--- src/rtl/fifo_consts.svh ---
`ifndef FIFO_CONSTS_SVH
`define FIFO_CONSTS_SVH

// wide write side, narrow read side
`define FIFO_W_DATA_W  32
`define FIFO_R_DATA_W  8

// width ratio, also the number of banks
`define FIFO_N         4

// address widths in narrow items and in bank rows
`define FIFO_ADDR_W    6
`define FIFO_SEL_W     2
`define FIFO_MINADDR_W 4

// capacity in narrow items
`define FIFO_SIZE      64

`endif

--- src/rtl/fifo_pkg.sv ---
`include "fifo_consts.svh"

package fifo_pkg;

  // one word on the write side
  typedef logic [`FIFO_W_DATA_W-1:0] w_data_t;

  // one item on the read side, same width as a bank word
  typedef logic [`FIFO_R_DATA_W-1:0] r_data_t;

  // bank row address, doubles as the write counter
  typedef logic [`FIFO_MINADDR_W-1:0] bank_addr_t;

  // read counter in narrow items
  typedef logic [`FIFO_ADDR_W-1:0] r_addr_t;

  // fill level, one extra bit to reach FIFO_SIZE
  typedef logic [`FIFO_ADDR_W:0] level_t;

endpackage

--- src/rtl/fifo_ctrl.sv ---
`timescale 1ns/1ns
`include "fifo_consts.svh"

module fifo_ctrl (
  input  logic             clk_i,
  input  logic             reset_i,

  // user strobes
  input  logic             w_en_i,
  input  logic             r_en_i,

  // accepted strobes towards the ports
  output logic             w_accept_o,
  output logic             r_accept_o,

  // status
  output logic             w_full_o,
  output logic             r_empty_o,
  output fifo_pkg::level_t level_o
);

  // a write adds a whole word of narrow items
  localparam fifo_pkg::level_t W_INCR = `FIFO_N;
  localparam fifo_pkg::level_t R_INCR = 1;

  // no room for one more word above this level
  localparam fifo_pkg::level_t FULL_THR = `FIFO_SIZE - `FIFO_N;

  fifo_pkg::level_t level_q;
  fifo_pkg::level_t level_nxt;
  logic             w_full_nxt;
  logic             r_empty_nxt;
  logic             w_full_q;
  logic             r_empty_q;

  // strobes only count while the flags allow them
  assign w_accept_o = w_en_i & ~w_full_q;
  assign r_accept_o = r_en_i & ~r_empty_q;

  // next level from the accepted strobes
  always_comb begin
    level_nxt = level_q;
    case ({w_accept_o, r_accept_o})
      2'b10: begin
        level_nxt = level_q + W_INCR;
      end
      2'b01: begin
        level_nxt = level_q - R_INCR;
      end
      2'b11: begin
        level_nxt = level_q + W_INCR - R_INCR;
      end
      default: begin
        level_nxt = level_q;
      end
    endcase
  end

  // flags derived from the next level, so they line up with it
  assign r_empty_nxt = (level_nxt < R_INCR);
  assign w_full_nxt  = (level_nxt > FULL_THR);

  // level register
  always_ff @(posedge clk_i) begin
    if (reset_i) begin
      level_q <= '0;
    end else begin
      level_q <= level_nxt;
    end
  end

  // empty flag, set out of reset
  always_ff @(posedge clk_i) begin
    if (reset_i) begin
      r_empty_q <= 1'b1;
    end else begin
      r_empty_q <= r_empty_nxt;
    end
  end

  // full flag
  always_ff @(posedge clk_i) begin
    if (reset_i) begin
      w_full_q <= 1'b0;
    end else begin
      w_full_q <= w_full_nxt;
    end
  end

  assign level_o   = level_q;
  assign w_full_o  = w_full_q;
  assign r_empty_o = r_empty_q;

endmodule

--- src/rtl/fifo_ram_2p.sv ---
`timescale 1ns/1ns
`include "fifo_consts.svh"

module fifo_ram_2p (
  input  logic                 clk_i,

  // write port
  input  logic                 w_en_i,
  input  fifo_pkg::bank_addr_t w_addr_i,
  input  fifo_pkg::r_data_t    w_data_i,

  // read port
  input  logic                 r_en_i,
  input  fifo_pkg::bank_addr_t r_addr_i,
  output fifo_pkg::r_data_t    r_data_o
);

  localparam int DEPTH = 1 << `FIFO_MINADDR_W;

  fifo_pkg::r_data_t mem [DEPTH];

  always_ff @(posedge clk_i) begin
    if (w_en_i) begin
      mem[w_addr_i] <= w_data_i;
    end
  end

  // output register holds while the bank is not read
  always_ff @(posedge clk_i) begin
    if (r_en_i) begin
      r_data_o <= mem[r_addr_i];
    end
  end

endmodule

--- src/rtl/fifo_wr_port.sv ---
`timescale 1ns/1ns
`include "fifo_consts.svh"

module fifo_wr_port (
  input  logic                 clk_i,
  input  logic                 reset_i,

  // accepted write and its word
  input  logic                 w_accept_i,
  input  fifo_pkg::w_data_t    w_data_i,

  // towards the banks
  output logic [`FIFO_N-1:0]   bank_w_en_o,
  output fifo_pkg::bank_addr_t bank_w_addr_o,
  output fifo_pkg::r_data_t    bank_w_data_o [`FIFO_N]
);

  fifo_pkg::bank_addr_t w_addr_q;

  // one row per word, wraps at the bank depth
  always_ff @(posedge clk_i) begin
    if (reset_i) begin
      w_addr_q <= '0;
    end else if (w_accept_i) begin
      w_addr_q <= w_addr_q + 1'b1;
    end
  end

  // every bank takes its slice of the word
  assign bank_w_en_o   = {`FIFO_N{w_accept_i}};
  assign bank_w_addr_o = w_addr_q;

  // slice k goes to bank k, lowest slice read first
  always_comb begin
    for (int k = 0; k < `FIFO_N; k++) begin
      bank_w_data_o[k] = w_data_i[k*`FIFO_R_DATA_W +: `FIFO_R_DATA_W];
    end
  end

endmodule

--- src/rtl/fifo_rd_port.sv ---
`timescale 1ns/1ns
`include "fifo_consts.svh"

module fifo_rd_port (
  input  logic                 clk_i,
  input  logic                 reset_i,

  // accepted read
  input  logic                 r_accept_i,

  // bank side
  input  fifo_pkg::r_data_t    bank_r_data_i [`FIFO_N],
  output logic [`FIFO_N-1:0]   bank_r_en_o,
  output fifo_pkg::bank_addr_t bank_r_addr_o,

  // narrow output
  output fifo_pkg::r_data_t    r_data_o
);

  fifo_pkg::r_addr_t       r_addr_q;
  logic [`FIFO_SEL_W-1:0]  sel_q;
  logic                    rd_done_q;

  // read counter in narrow items that wraps at FIFO_SIZE
  always_ff @(posedge clk_i) begin
    if (reset_i) begin
      r_addr_q <= '0;
    end else if (r_accept_i) begin
      r_addr_q <= r_addr_q + 1'b1;
    end
  end

  // upper bits pick the row and lower bits the bank
  assign bank_r_addr_o = r_addr_q[`FIFO_ADDR_W-1:`FIFO_SEL_W];

  always_comb begin
    bank_r_en_o = '0;
    if (r_accept_i) begin
      bank_r_en_o[r_addr_q[`FIFO_SEL_W-1:0]] = 1'b1;
    end
  end

  // bank select registered alongside the bank output register
  always_ff @(posedge clk_i) begin
    if (reset_i) begin
      sel_q     <= '0;
      rd_done_q <= 1'b0;
    end else if (r_accept_i) begin
      sel_q     <= r_addr_q[`FIFO_SEL_W-1:0];
      rd_done_q <= 1'b1;
    end
  end

  // zero until the first read since reset has landed
  assign r_data_o = rd_done_q ? bank_r_data_i[sel_q] : '0;

endmodule

--- src/rtl/fifo_sync_asym.sv ---
`timescale 1ns/1ns
`include "fifo_consts.svh"

module fifo_sync_asym (
  input  logic              clk_i,
  input  logic              reset_i,

  // write side
  input  logic              w_en_i,
  input  fifo_pkg::w_data_t w_data_i,
  output logic              w_full_o,

  // read side
  input  logic              r_en_i,
  output fifo_pkg::r_data_t r_data_o,
  output logic              r_empty_o,

  // fill level in narrow items
  output fifo_pkg::level_t  level_o
);

  logic                 w_accept;
  logic                 r_accept;

  // write port to banks
  logic [`FIFO_N-1:0]   bank_w_en;
  fifo_pkg::bank_addr_t bank_w_addr;
  fifo_pkg::r_data_t    bank_w_data [`FIFO_N];

  // read port to banks
  logic [`FIFO_N-1:0]   bank_r_en;
  fifo_pkg::bank_addr_t bank_r_addr;
  fifo_pkg::r_data_t    bank_r_data [`FIFO_N];

  fifo_ctrl ctrl0 (
    .clk_i      (clk_i),
    .reset_i    (reset_i),
    .w_en_i     (w_en_i),
    .r_en_i     (r_en_i),
    .w_accept_o (w_accept),
    .r_accept_o (r_accept),
    .w_full_o   (w_full_o),
    .r_empty_o  (r_empty_o),
    .level_o    (level_o)
  );

  fifo_wr_port wr_port0 (
    .clk_i         (clk_i),
    .reset_i       (reset_i),
    .w_accept_i    (w_accept),
    .w_data_i      (w_data_i),
    .bank_w_en_o   (bank_w_en),
    .bank_w_addr_o (bank_w_addr),
    .bank_w_data_o (bank_w_data)
  );

  fifo_rd_port rd_port0 (
    .clk_i         (clk_i),
    .reset_i       (reset_i),
    .r_accept_i    (r_accept),
    .bank_r_data_i (bank_r_data),
    .bank_r_en_o   (bank_r_en),
    .bank_r_addr_o (bank_r_addr),
    .r_data_o      (r_data_o)
  );

  // one narrow bank per slice of the wide word
  for (genvar k = 0; k < `FIFO_N; k++) begin : g_bank
    fifo_ram_2p ram0 (
      .clk_i    (clk_i),
      .w_en_i   (bank_w_en[k]),
      .w_addr_i (bank_w_addr),
      .w_data_i (bank_w_data[k]),
      .r_en_i   (bank_r_en[k]),
      .r_addr_i (bank_r_addr),
      .r_data_o (bank_r_data[k])
    );
  end

endmodule

--- config.mk ---
export PLATFORM = sky130hd
export DESIGN_NAME = fifo_sync_asym
export DESIGN_NICKNAME = d
export VERILOG_FILES = /design/src/rtl/fifo_pkg.sv /design/src/rtl/fifo_ctrl.sv /design/src/rtl/fifo_ram_2p.sv /design/src/rtl/fifo_wr_port.sv /design/src/rtl/fifo_rd_port.sv /design/src/rtl/fifo_sync_asym.sv
export VERILOG_INCLUDE_DIRS = /design/src /design/src/rtl
export SDC_FILE = /design/constraint.sdc
export NUM_CORES = 1
export LEC_CHECK = 0
export ABC_CLOCK_PERIOD_IN_PS = 3900
export BUFFER_PORTS_ARGS = -buffer_cell sky130_fd_sc_hd__buf_2
export CAP_MARGIN = 20
export CORE_ASPECT_RATIO = 0.6
export CORE_UTILIZATION = 35
export CTS_CLUSTER_DIAMETER = 40
export DETAILED_ROUTE_END_ITERATION = 10
export SLEW_MARGIN = 20
export SYNTH_ARGS = -nofsm -noshare
export SYNTH_HDL_FRONTEND = slang
export SYNTH_HIERARCHICAL = 1
export SYNTH_SLANG_ARGS = --single-unit
--- constraint.sdc ---
create_clock -name clk_i -period 3.9 [get_ports clk_i]
set_input_delay 0.39 -clock clk_i [delete_from_list [all_inputs] [get_ports clk_i]]
set_output_delay 0.39 -clock clk_i [all_outputs]
set_load 0.1 [all_outputs]
======== Yosys cells after proc, flatten, opt, wreduce, memory -nomap -nowiden ========
Memory sizes are Yosys's and may differ from the RTL's. A register that Yosys moved wholly into a read port is not among the register bits.
Cells that the tools add are included.
cells by class
  muxes and demuxes ....................... 10
  $add $sub $neg .......................... 5
  bitwise logic cells ..................... 5
  magnitude comparators ................... 5
  reductions and logical operators ........ 1
  equality and inequality tests ........... 3
operators by type and width
  operator                                                               count
  8-bit 2-to-1 mux                                                       3
  7-bit case mux with 3 select lines                                     1
  8-bit binary-select mux with 2-bit select                              1
  7-bit by 1-bit subtractor with 7-bit output, second input constant     2
  7-bit by 3-bit adder with 7-bit output, second input constant          1
  7-bit by 6-bit > comparator with 1-bit output, second input constant   1
  7-bit by 1-bit < comparator with 1-bit output, second input constant   1
  6-bit by 1-bit adder with 6-bit output, second input constant          1
  4-bit by 1-bit adder with 4-bit output, second input constant          1
  2-bit equality test, second input constant                             2
  4-bit 2-to-1 mux                                                       1
  3-bit >= comparator, second input constant                             1
  2-bit by 3-bit < comparator with 1-bit output, second input constant   1
  1-bit 2-to-1 mux                                                       3
  2-bit NOT with 3-bit output                                            1
  1-bit AND                                                              2
  1-bit demux with 2-bit select                                          1
  2-bit by 1-bit equality test with 1-bit output, second input constant  1
  2-bit by 1-bit >= comparator with 1-bit output, second input constant  1
  1-bit NOT                                                              2
  1-bit logical AND                                                      1
storage, ports and cells
  bits of input ports ..................... 36
  word-level logic and storage cells ...... 40
  memories ................................ 4
  bits in registers ....................... 22
  bits in writable memories ............... 512
memory list
  name                depth  width  rd ports  clocked after Yosys merged registers in  write ports  RTL line           text
  g_bank[0].ram0.mem  16     8      1         1                                        1            fifo_ram_2p.sv:20  fifo_pkg::r_data_t mem [DEPTH];
  g_bank[1].ram0.mem  16     8      1         1                                        1            fifo_ram_2p.sv:20
  g_bank[2].ram0.mem  16     8      1         1                                        1            fifo_ram_2p.sv:20
  g_bank[3].ram0.mem  16     8      1         1                                        1            fifo_ram_2p.sv:20

======== Depth between registers and ports, before layout ========
Gate-level depths: netlist of run 1.
  depth after elaboration ................. 5
  mapped depth ............................ 7

======== Modules after synthesis ========
Netlist of run 1, hierarchy kept.
modules (own cells, without submodules)
  module        area each (µm²)  cells each  times used
  fifo_ram_2p   5227.5           229         4
  fifo_rd_port  679.4            65          1
  fifo_ctrl     629.4            76          1
  fifo_wr_port  449.2            52          1

======== Least setup slack after synthesis of run 1 ========
OpenSTA, ideal clock, no wires.
  kind .................................... flip-flop to flip-flop
  start ................................... register ctrl0.w_full_q (netlist: ctrl0/w_full_o)
  end ..................................... memory g_bank[0].ram0/mem[0][0] (netlist bit) (enable)
  library setup time ...................... 0.383 ns
  arrival ................................. 2.269 ns
  clock period less this slack ............ 2.652 ns
  buffers on the path ..................... 1
  required time ........................... 3.517 ns
  path slack .............................. 1.248 ns
  stages on the path, launching flop included .. 6
  cell sequence ........................... dfxtp_1 > nand2b_4 > clkinv_4 > buf_4 > or3b_2 > nor3_1
between the ends
  cells in the longest elaborated chain, start to end .. 4
RTL lines
  what                                    RTL line              text
  from (decl)                             fifo_ctrl.sv:33       logic w_full_q;
  from (signal assigned)                  fifo_ctrl.sv:86       w_full_q <= w_full_nxt;
  1-bit NOT                               fifo_ctrl.sv:37       assign w_accept_o = w_en_i & ~w_full_q;
  1-bit AND                               fifo_ctrl.sv:37
  net w_accept                            fifo_sync_asym.sv:22  logic w_accept;
  1-bit 2-to-1 mux                        fifo_ram_2p.sv:23     if (w_en_i) begin
  1-bit 2-to-1 mux (not written as such)  fifo_ram_2p.sv:24     mem[w_addr_i] <= w_data_i;
  to (decl)                               fifo_ram_2p.sv:20
The timed path passes the listed nets, and every way through them passes these cells.

======== Worst setup path in the final report of run 1 ========
  start ................................... register rd_port0.sel_q[0]
  end ..................................... output r_data_o[5]
between the ends
  cells in the longest elaborated chain, start to end .. 5
RTL lines
  what                                                  RTL line              text
  from (decl)                                           fifo_rd_port.sv:21    logic [`FIFO_SEL_W-1:0] sel_q;
  from (signal assigned)                                fifo_rd_port.sv:49    sel_q <= r_addr_q[`FIFO_SEL_W-1:0];
  2-bit NOT with 3-bit output (not written as such)     fifo_rd_port.sv:55    assign r_data_o = rd_done_q ? bank_r_data_i[sel_q] : '0;
  8-bit binary-select mux with 2-bit select             fifo_rd_port.sv:55
  8-bit 2-to-1 mux (not written as such) (2 in series)  fifo_rd_port.sv:55
  8-bit 2-to-1 mux                                      fifo_rd_port.sv:55
  to (decl)                                             fifo_sync_asym.sv:15  output fifo_pkg::r_data_t r_data_o,
Every way passes these cells. The select of a mux whose other input is x is not followed.

==> metrics, run 1 <==
clock network power share=38.3%; worst-skew pair later-pin latency=0.60 ns; Die ar.=65,800 µm²; Setup TNS Final=0 ns; largest area contributor in the netlist=edfxtp_1; nets@finish=1,196; leakage power=7.82 nW; dpl hpwl=31.5 mm; Crit Path Category=reg2out; Synth cell types=48; Setup crit start kind=flop; largest net degree at the start of global routing=65; slowest CP cell=dfxtp_1; Crit Path Max Fanout=9; Hold Path Depth=1; DRT antenna net count=0; vias in the first global route=10,425; gpl congestion=0.771; Hold WC Path Type=in2reg; first-pass GRT wire length=71.1 mm; Root Buffer=clkbuf_16; Initial Util=35.8%; num ports=53; hold buffers post-CTS=0; area delta synth->final=11.2%; share of the synthesized area in the top cell type=72.1%; EDFF count, synth=544; CP arrival=2.50 ns; FMAX=347 MHz; unrepaired setup endpoints after global routing=no; Max Buffers Root-to-Sink=3; top cells by count, synth=edfxtp_1, mux4_2, nor2_1, a22oi_1, mux4_1; max incr delay on CP=0.77 ns; Die Wd=331 µm; FF-to-FF path depth=4; drt drc=0; Mapped Cells=1,109; Worst path top cell family by delay=flip-flops; sw frac=23.9%; Total GRT Usage=14.9%; Worst EP required=3.51 ns; Worst VDD drop=298 µV; Slew @ Worst Pin=1.02 ns; register clock-pin slew on the reported worst setup and hold paths=0.06 ns; Max Slew Vio Count=0; grt ovf=0; status=complete, no violations; total chip power=13.1 mW; sequential fraction of the synthesis area=74.0%; Logic pwr share=8.4%; Reg power frac=53.4%; CTS buffer count=52; ys flop type=edfxtp_1; core area=63,300 µm²; FF+latch count, synth=566; drt total wl=48.3 mm; Iteration-0 DRC Markers=1,058; Internal=9.97 mW; post-cts repair resize count=0; Vias=10,692; top-count cell post-synth=edfxtp_1; Clock Sinks=566; Max-slew headroom=31.6%; critical path depth in cells=3; clk_skew=0.0182 ns; post-CTS setup buffers=0; crit share post-route=74.0%; Syn Std Cell Area=22,700 µm²; I/O Buffers=52; die height=199 µm; power per cell area=520 nW/µm²; Buf/Inv on CP=1; Via density=5.25; Async SR Flop Fraction=0%; endpoint type of the worst setup path=primary output; drt pass-1 iters=7; antenna violations before repair=0; cells along the critical path=mux4_2 > and2_1 > buf_2; syn avg cell area=20.4 µm²; # setup viols final=0; Synth Net Count=1,152; CTS tree=done; htree depth=2; switching pwr=3.13 mW; Min Clock Period, post-route=2.89 ns; final-report hold violation count=0; Max-Cap Viols=0; num rows=71; Routed wire per std cell=23.7 µm; share of layout cells above drive strength 1=21.1%; largest cells by area after synthesis=edfxtp_1, mux4_2, mux4_1; Ys Warns=6
## per-layer routing
layer	wire, µm	global-route usage [%]	up-vias
met5	0	0	-
met4	732	2.94	0
met3	4110	3.71	67
met2	19600	19.8	374
met1	23800	24.1	5622
li1	-	-	4629
## power groups by stage
stage | sequential [mW] | clock (mW) | combinational [mW]
4_1_cts | 6.99 | 5.13 | 1.10
3_5_place_dp | 7.12 | 0 | 1.10
6_report | 6.99 | 5.01 | 1.10
3_3_place_gp | 7.12 | 0 | 1.07
2_1_floorplan | 7.27 | 0 | 0.658
5_1_grt | 7.01 | 5.35 | 1.18
## kinds of logic after synthesis
logic type | after synthesis | share of synthesized area, %
buffers and inverters | 93 | 3.16
adders and majority gates | 7 | 0.386
and+or+nand+nor | 203 | 4.36
xor gates and xnor gates | 18 | 0.695
muxes | 141 | 14.7
DFF | 566 | 74.0
AOI/OAI and AO/OA | 81 | 2.72
## sequential cells by signal (all words and copies together) (netlist names)
name	cells
ctrl0/r_empty_o	1
rd_port0/rd_done_q	1
rd_port0/r_addr_q	6
g_bank.ram0/mem	512
ctrl0/w_full_o	1
wr_port0/bank_w_addr_o	4
g_bank.ram0/r_data_o	32
rd_port0/sel_q	2
ctrl0/level_o	7
## worst reg2reg max path, stage by stage, from the launching register on
cell	delay, ns
dfxtp_4	0.64
buf_4	0.34
mux4_1	0.59
a22oi_1	0.39
nand2_1	0.20
## layout by cell type, fill, tap and decap left out, types with 6 or more instances in the layout
cell / count
clkinv_1: 7
nor2_1: 78
clkbuf_16: 53
buf_4: 23
nand2b_1: 9
mux4_1: 56
nor3_1: 14
dfxtp_1: 20
xnor2_1: 12
clkbuf_1: 14
nand2_1: 44
nand3_1: 6
a22oi_1: 64
and2_1: 16
xor2_1: 6
mux4_2: 80
clkinv_2: 11
buf_2: 52
ha_1: 7
nand3b_1: 10
edfxtp_1: 544
nor2b_1: 6
## final timing paths
path                                                        endpoint  slack, ns                               from
worst min-delay path              g_bank[0].ram0/mem[2][6]$_DFFE_PP_       0.18                        w_data_i[6]
worst max register to register  g_bank[2].ram0/r_data_o[4]$_DFFE_PP_       1.45  rd_port0/r_addr_q[2]$_SDFFE_PP0P_
worst min register to register           ctrl0/level_o[1]$_SDFF_PP0_       0.56        ctrl0/level_o[1]$_SDFF_PP0_
worst max-delay path                                     r_data_o[5]       1.01     rd_port0/sel_q[0]$_SDFFE_PP0P_
## cell type report
cell class	instances	area, µm²
Antenna cell	2	5.00
Clock buffer	67	1380
Clock inverter	31	284
Fill cell	5593	38100
Inverter	5	23.8
Multi-Input combinational cell	450	5190
Sequential cell	566	16800
Tap cell	839	1050
Timing Repair Buffer	78	493
## stage by stage
stage | area (µm²) | utilization, % | hold slack (ns) | std cells | worst slack, ns
final | 25200 | 39.8 | 0.182 | 2038 | 1.01
after global routing | 25200 | 39.8 | 0.171 | 2036 | 0.902
after CTS | 25200 | 39.8 | 0.147 | 2035 | 0.976
after detailed placement | 23500 | 37.1 | 0.561 | 1937 | 1.49
after global placement | 23500 | 37.1 | 0.543 | 1937 | 1.50
after floorplan | 22700 | - | 0.458 | 1109 | 1.25
(Power assumes the default switching activity.)
==> inputs of run 2 (changes only) <==
--- a/config.mk
+++ b/config.mk
@@ -6,7 +6,8 @@
 export SDC_FILE = /design/constraint.sdc
 export NUM_CORES = 1
 export LEC_CHECK = 0
-export ABC_CLOCK_PERIOD_IN_PS = 3900
+export ABC_AREA = 1
+export ABC_CLOCK_PERIOD_IN_PS = 2700
 export BUFFER_PORTS_ARGS = -buffer_cell sky130_fd_sc_hd__buf_2
 export CAP_MARGIN = 20
 export CORE_ASPECT_RATIO = 0.6
==> constraint.sdc (replaced) <==
create_clock -name clk_i -period 2.7 [get_ports clk_i]
set_input_delay 0.27 -clock clk_i [delete_from_list [all_inputs] [get_ports clk_i]]
set_output_delay 0.27 -clock clk_i [all_outputs]
set_load 0.1 [all_outputs]
==> run 2 against run 1 <==
Against the previous run: register-to-register slack worse by 0.81 ns; sequential share of layout area down 8.0 points; critical endpoint is now r_data_o[6]; area after synthesis up 12%; routed wire length up 34%; power up 50%.
==> metrics, run 2 <==
vias in the first global route=15,552 (was 10,425); Ant. Diodes=0 (was 2); unrepaired setup endpoints after global routing=no (unchanged); Routed wire per std cell=17.9 µm (was 23.7 µm); Async SR Flop Fraction=0% (unchanged); Logic pwr share=6.5% (was 8.4%); largest family of logic cells by synthesized area=simple AND/OR/NAND/NOR gates (was multiplexers); Vias=16,884 (was 10,692); largest cells by area after synthesis=edfxtp_1, nand2_1, nand3_1 (was edfxtp_1, mux4_2, mux4_1); Slew @ Worst Pin=0.838 ns (was 1.02 ns); Syn Std Cell Area=25,400 µm² (was 22,700 µm²); Iteration-0 DRC Markers=2,177 (was 1,058); leakage power=12.1 nW (was 7.82 nW); most common cell after layout, fill and taps aside=nand2_1 (was edfxtp_1); share of layout cells above drive strength 1=9.99% (was 21.1%); share of the synthesized area in the top cell type=64.2% (was 72.1%); Total GRT Usage=17.6% (was 14.9%); endpoint type of the worst setup path=primary output (unchanged); first-pass GRT wire length=97.6 mm (was 71.1 mm); clock network power share=43.0% (was 38.3%); final-report hold violation count=0 (unchanged); drt pass-1 iters=7 (unchanged); Max Buffers Root-to-Sink=3 (unchanged); drt drc=0 (unchanged); Via density=4.67 (was 5.25); Max-slew headroom=44.0% (was 31.6%); EDFF count, synth=544 (unchanged); top cells by count, synth=nand2_1, edfxtp_1, inv_1, nand3_1, nor2_1 (was edfxtp_1, mux4_2, nor2_1, a22oi_1, mux4_1); Root Buffer=clkbuf_16 (unchanged); max reg flops=512 (unchanged); Crit Path Category=reg2out (unchanged); FMAX=376 MHz; largest net degree at the start of global routing=78 (was 65); CTS tree=done (unchanged); sequential fraction of the synthesis area=66.0% (was 74.0%); mux cell area share after synthesis=0% (was 14.7%); largest area contributor in the netlist=edfxtp_1 (unchanged); Die Wd=350 µm (was 331 µm); Max Slew Vio Count=0 (unchanged); Seq. cell area=16,800 µm² (about the same); core area=71,800 µm² (was 63,300 µm²); Setup crit start kind=flop (unchanged); sw frac=23.8% (was 23.9%); Synth cell types=31 (was 48); Synth Net Count=2,578 (was 1,152); area delta synth->final=12.7% (was 11.2%); CTS buffer count=58 (was 52); power per cell area=686 nW/µm² (was 520 nW/µm²); clk_skew=0.0196 ns (was 0.0182 ns); XOR/XNOR share of the synthesized area=0.172% (was 0.695%); Die ar.=73,800 µm² (was 65,800 µm²); Multi-input gate area=5900 µm² (was 5190 µm²); Synth Area in Adders=0.344% (was 0.386%); syn avg cell area=10.0 µm² (was 20.4 µm²); die height=211 µm (was 199 µm); drt total wl=64.8 mm (was 48.3 mm); Worst EP required=2.43 ns (was 3.51 ns); Internal=15.0 mW (was 9.97 mW); status=complete, no violations (unchanged); DRT antenna net count=0 (unchanged); num rows=76 (was 71); worst-skew pair later-pin latency=0.63 ns (was 0.60 ns); final core occ=39.9% (was 39.8%); register clock-pin slew on the reported worst setup and hold paths=0.07 ns (was 0.06 ns); Min Clock Period, post-route=2.66 ns; Max-Cap Viols=0 (unchanged); Reg power frac=50.5% (was 53.4%); commonest cells after routing, fill and taps aside=nand2_1, edfxtp_1, inv_1 (was edfxtp_1, mux4_2, nor2_1); I/O Buffers=52 (unchanged); num ports=53 (unchanged); Hold WC Path Type=in2reg (unchanged); dpl hpwl=41.3 mm (was 31.5 mm); gpl congestion=0.848 (was 0.771); grt ovf=0 (unchanged); htree depth=2 (unchanged); CP arrival=2.39 ns (was 2.50 ns); nets@finish=2,636 (was 1,196); Compound-Gate Fraction of Synth Area=0.645% (was 2.72%); Top reg by flops=g_bank.ram0/mem (unchanged); crit share post-route=98.5%; area fraction in and, or, nand and nor cells after synthesis=22.1% (was 4.36%); Ys Warns=6 (unchanged); Initial Util=35.4% (was 35.8%); top-count cell post-synth=nand2_1 (was edfxtp_1); switching pwr=4.68 mW (was 3.13 mW); Crit Path Max Fanout=18 (was 9); Clock Sinks=566 (unchanged); filler instances=6,964 (was 5,593); Worst VDD drop=466 µV (was 298 µV); FF+latch count, synth=566 (unchanged); ys flop type=edfxtp_1 (unchanged); Mapped Cells=2,535 (was 1,109); # setup viols final=0 (unchanged); Setup TNS Final=0 ns (unchanged); antenna violations before repair=1 (was 0)
run 2: layout make-up:
type                            count  share of cell area [%]
Multi-Input combinational cell   1366                    20.6
Clock inverter                     33                    1.31
Sequential cell                   566                    58.6
Timing Repair Buffer              140                    3.57
Tap cell                          975                    4.26
Clock buffer                       76                    5.67
Inverter                          461                    6.05
run 2: what timing repair did:
item	4_1_cts	5_1_grt
resized for setup	1	0
buffers inserted	0	0
hold buffers	1	0
endpoints found under the hold margin	16	0
endpoints found under the setup margin	8	0
run 2: power groups by stage:
| stage | Sequential (mW) | Combinational, mW | Clock, mW |
|---|---|---|---|
| detailed placement | 10.1 | 1.28 | 0 |
| floorplan | 10.2 | 0.784 | 0 |
| CTS | 9.93 | 1.28 | 8.61 |
| global route | 9.95 | 1.41 | 8.94 |
| finish | 9.93 | 1.28 | 8.45 |
| global placement | 10.1 | 1.27 | 0 |
run 2: logic make-up after synthesis:
family | after synthesis
and+or+nand+nor | 1325
AOI/OAI and AO/OA | 29
DFF | 566
xor gates and xnor gates | 5
adders and majority gates | 7
buffers and inverters | 603
run 2: final timing paths:
| path | from | endpoint | slack, ns | cells past startpoint |
|---|---|---|---|---|
| worst min register to register | rd_port0/r_addr_q[0]$_SDFFE_PP0P_ | rd_port0/sel_q[0]$_SDFFE_PP0P_ | 0.58 | 2 |
| worst max-delay path | rd_port0/sel_q[0]$_SDFFE_PP0P_ | r_data_o[6] | 0.04 | 6 |
| worst min-delay path | w_data_i[9] | g_bank[1].ram0/mem[9][1]$_DFFE_PP_ | 0.04 | 1 |
| worst max register to register | wr_port0/bank_w_addr_o[0]$_SDFFE_PP0P_ | g_bank[2].ram0/mem[13][1]$_DFFE_PP_ | 0.64 | 2 |
run 2: through the flow:
| step | setup slack [ns] | cells | area [µm²] | hold WS, ns | total power, mW |
|---|---|---|---|---|---|
| after global routing | 0.00129 | 3617 | 28700 | 0.0218 | 20.3 |
| after floorplan | 0.232 | 2535 | 25400 | 0.339 | 11.0 |
| final | 0.0413 | 3617 | 28700 | 0.0355 | 19.7 |
| after global placement | 0.509 | 3507 | 26700 | 0.560 | 11.4 |
| after detailed placement | 0.520 | 3507 | 26700 | 0.571 | 11.4 |
| after CTS | 0.0993 | 3617 | 28700 | 0.000857 | 19.8 |
run 2: worst max-delay path: stages (launching register included):
cell and delay [ns]:
dfxtp_2 0.45, inv_6 0.18, nand2_1 0.09, nand2_1 0.10
nand2_1 0.12, a21oi_1 0.32, buf_2 0.50
run 2: routing by layer:
layer	vias to the layer above	GRT usage (%)	share of wire (%)
met5	-	0	0
met4	0	4.23	1.8
met3	80	5.09	11
met2	716	21.8	37
met1	7874	28.9	50
li1	8214	-	-
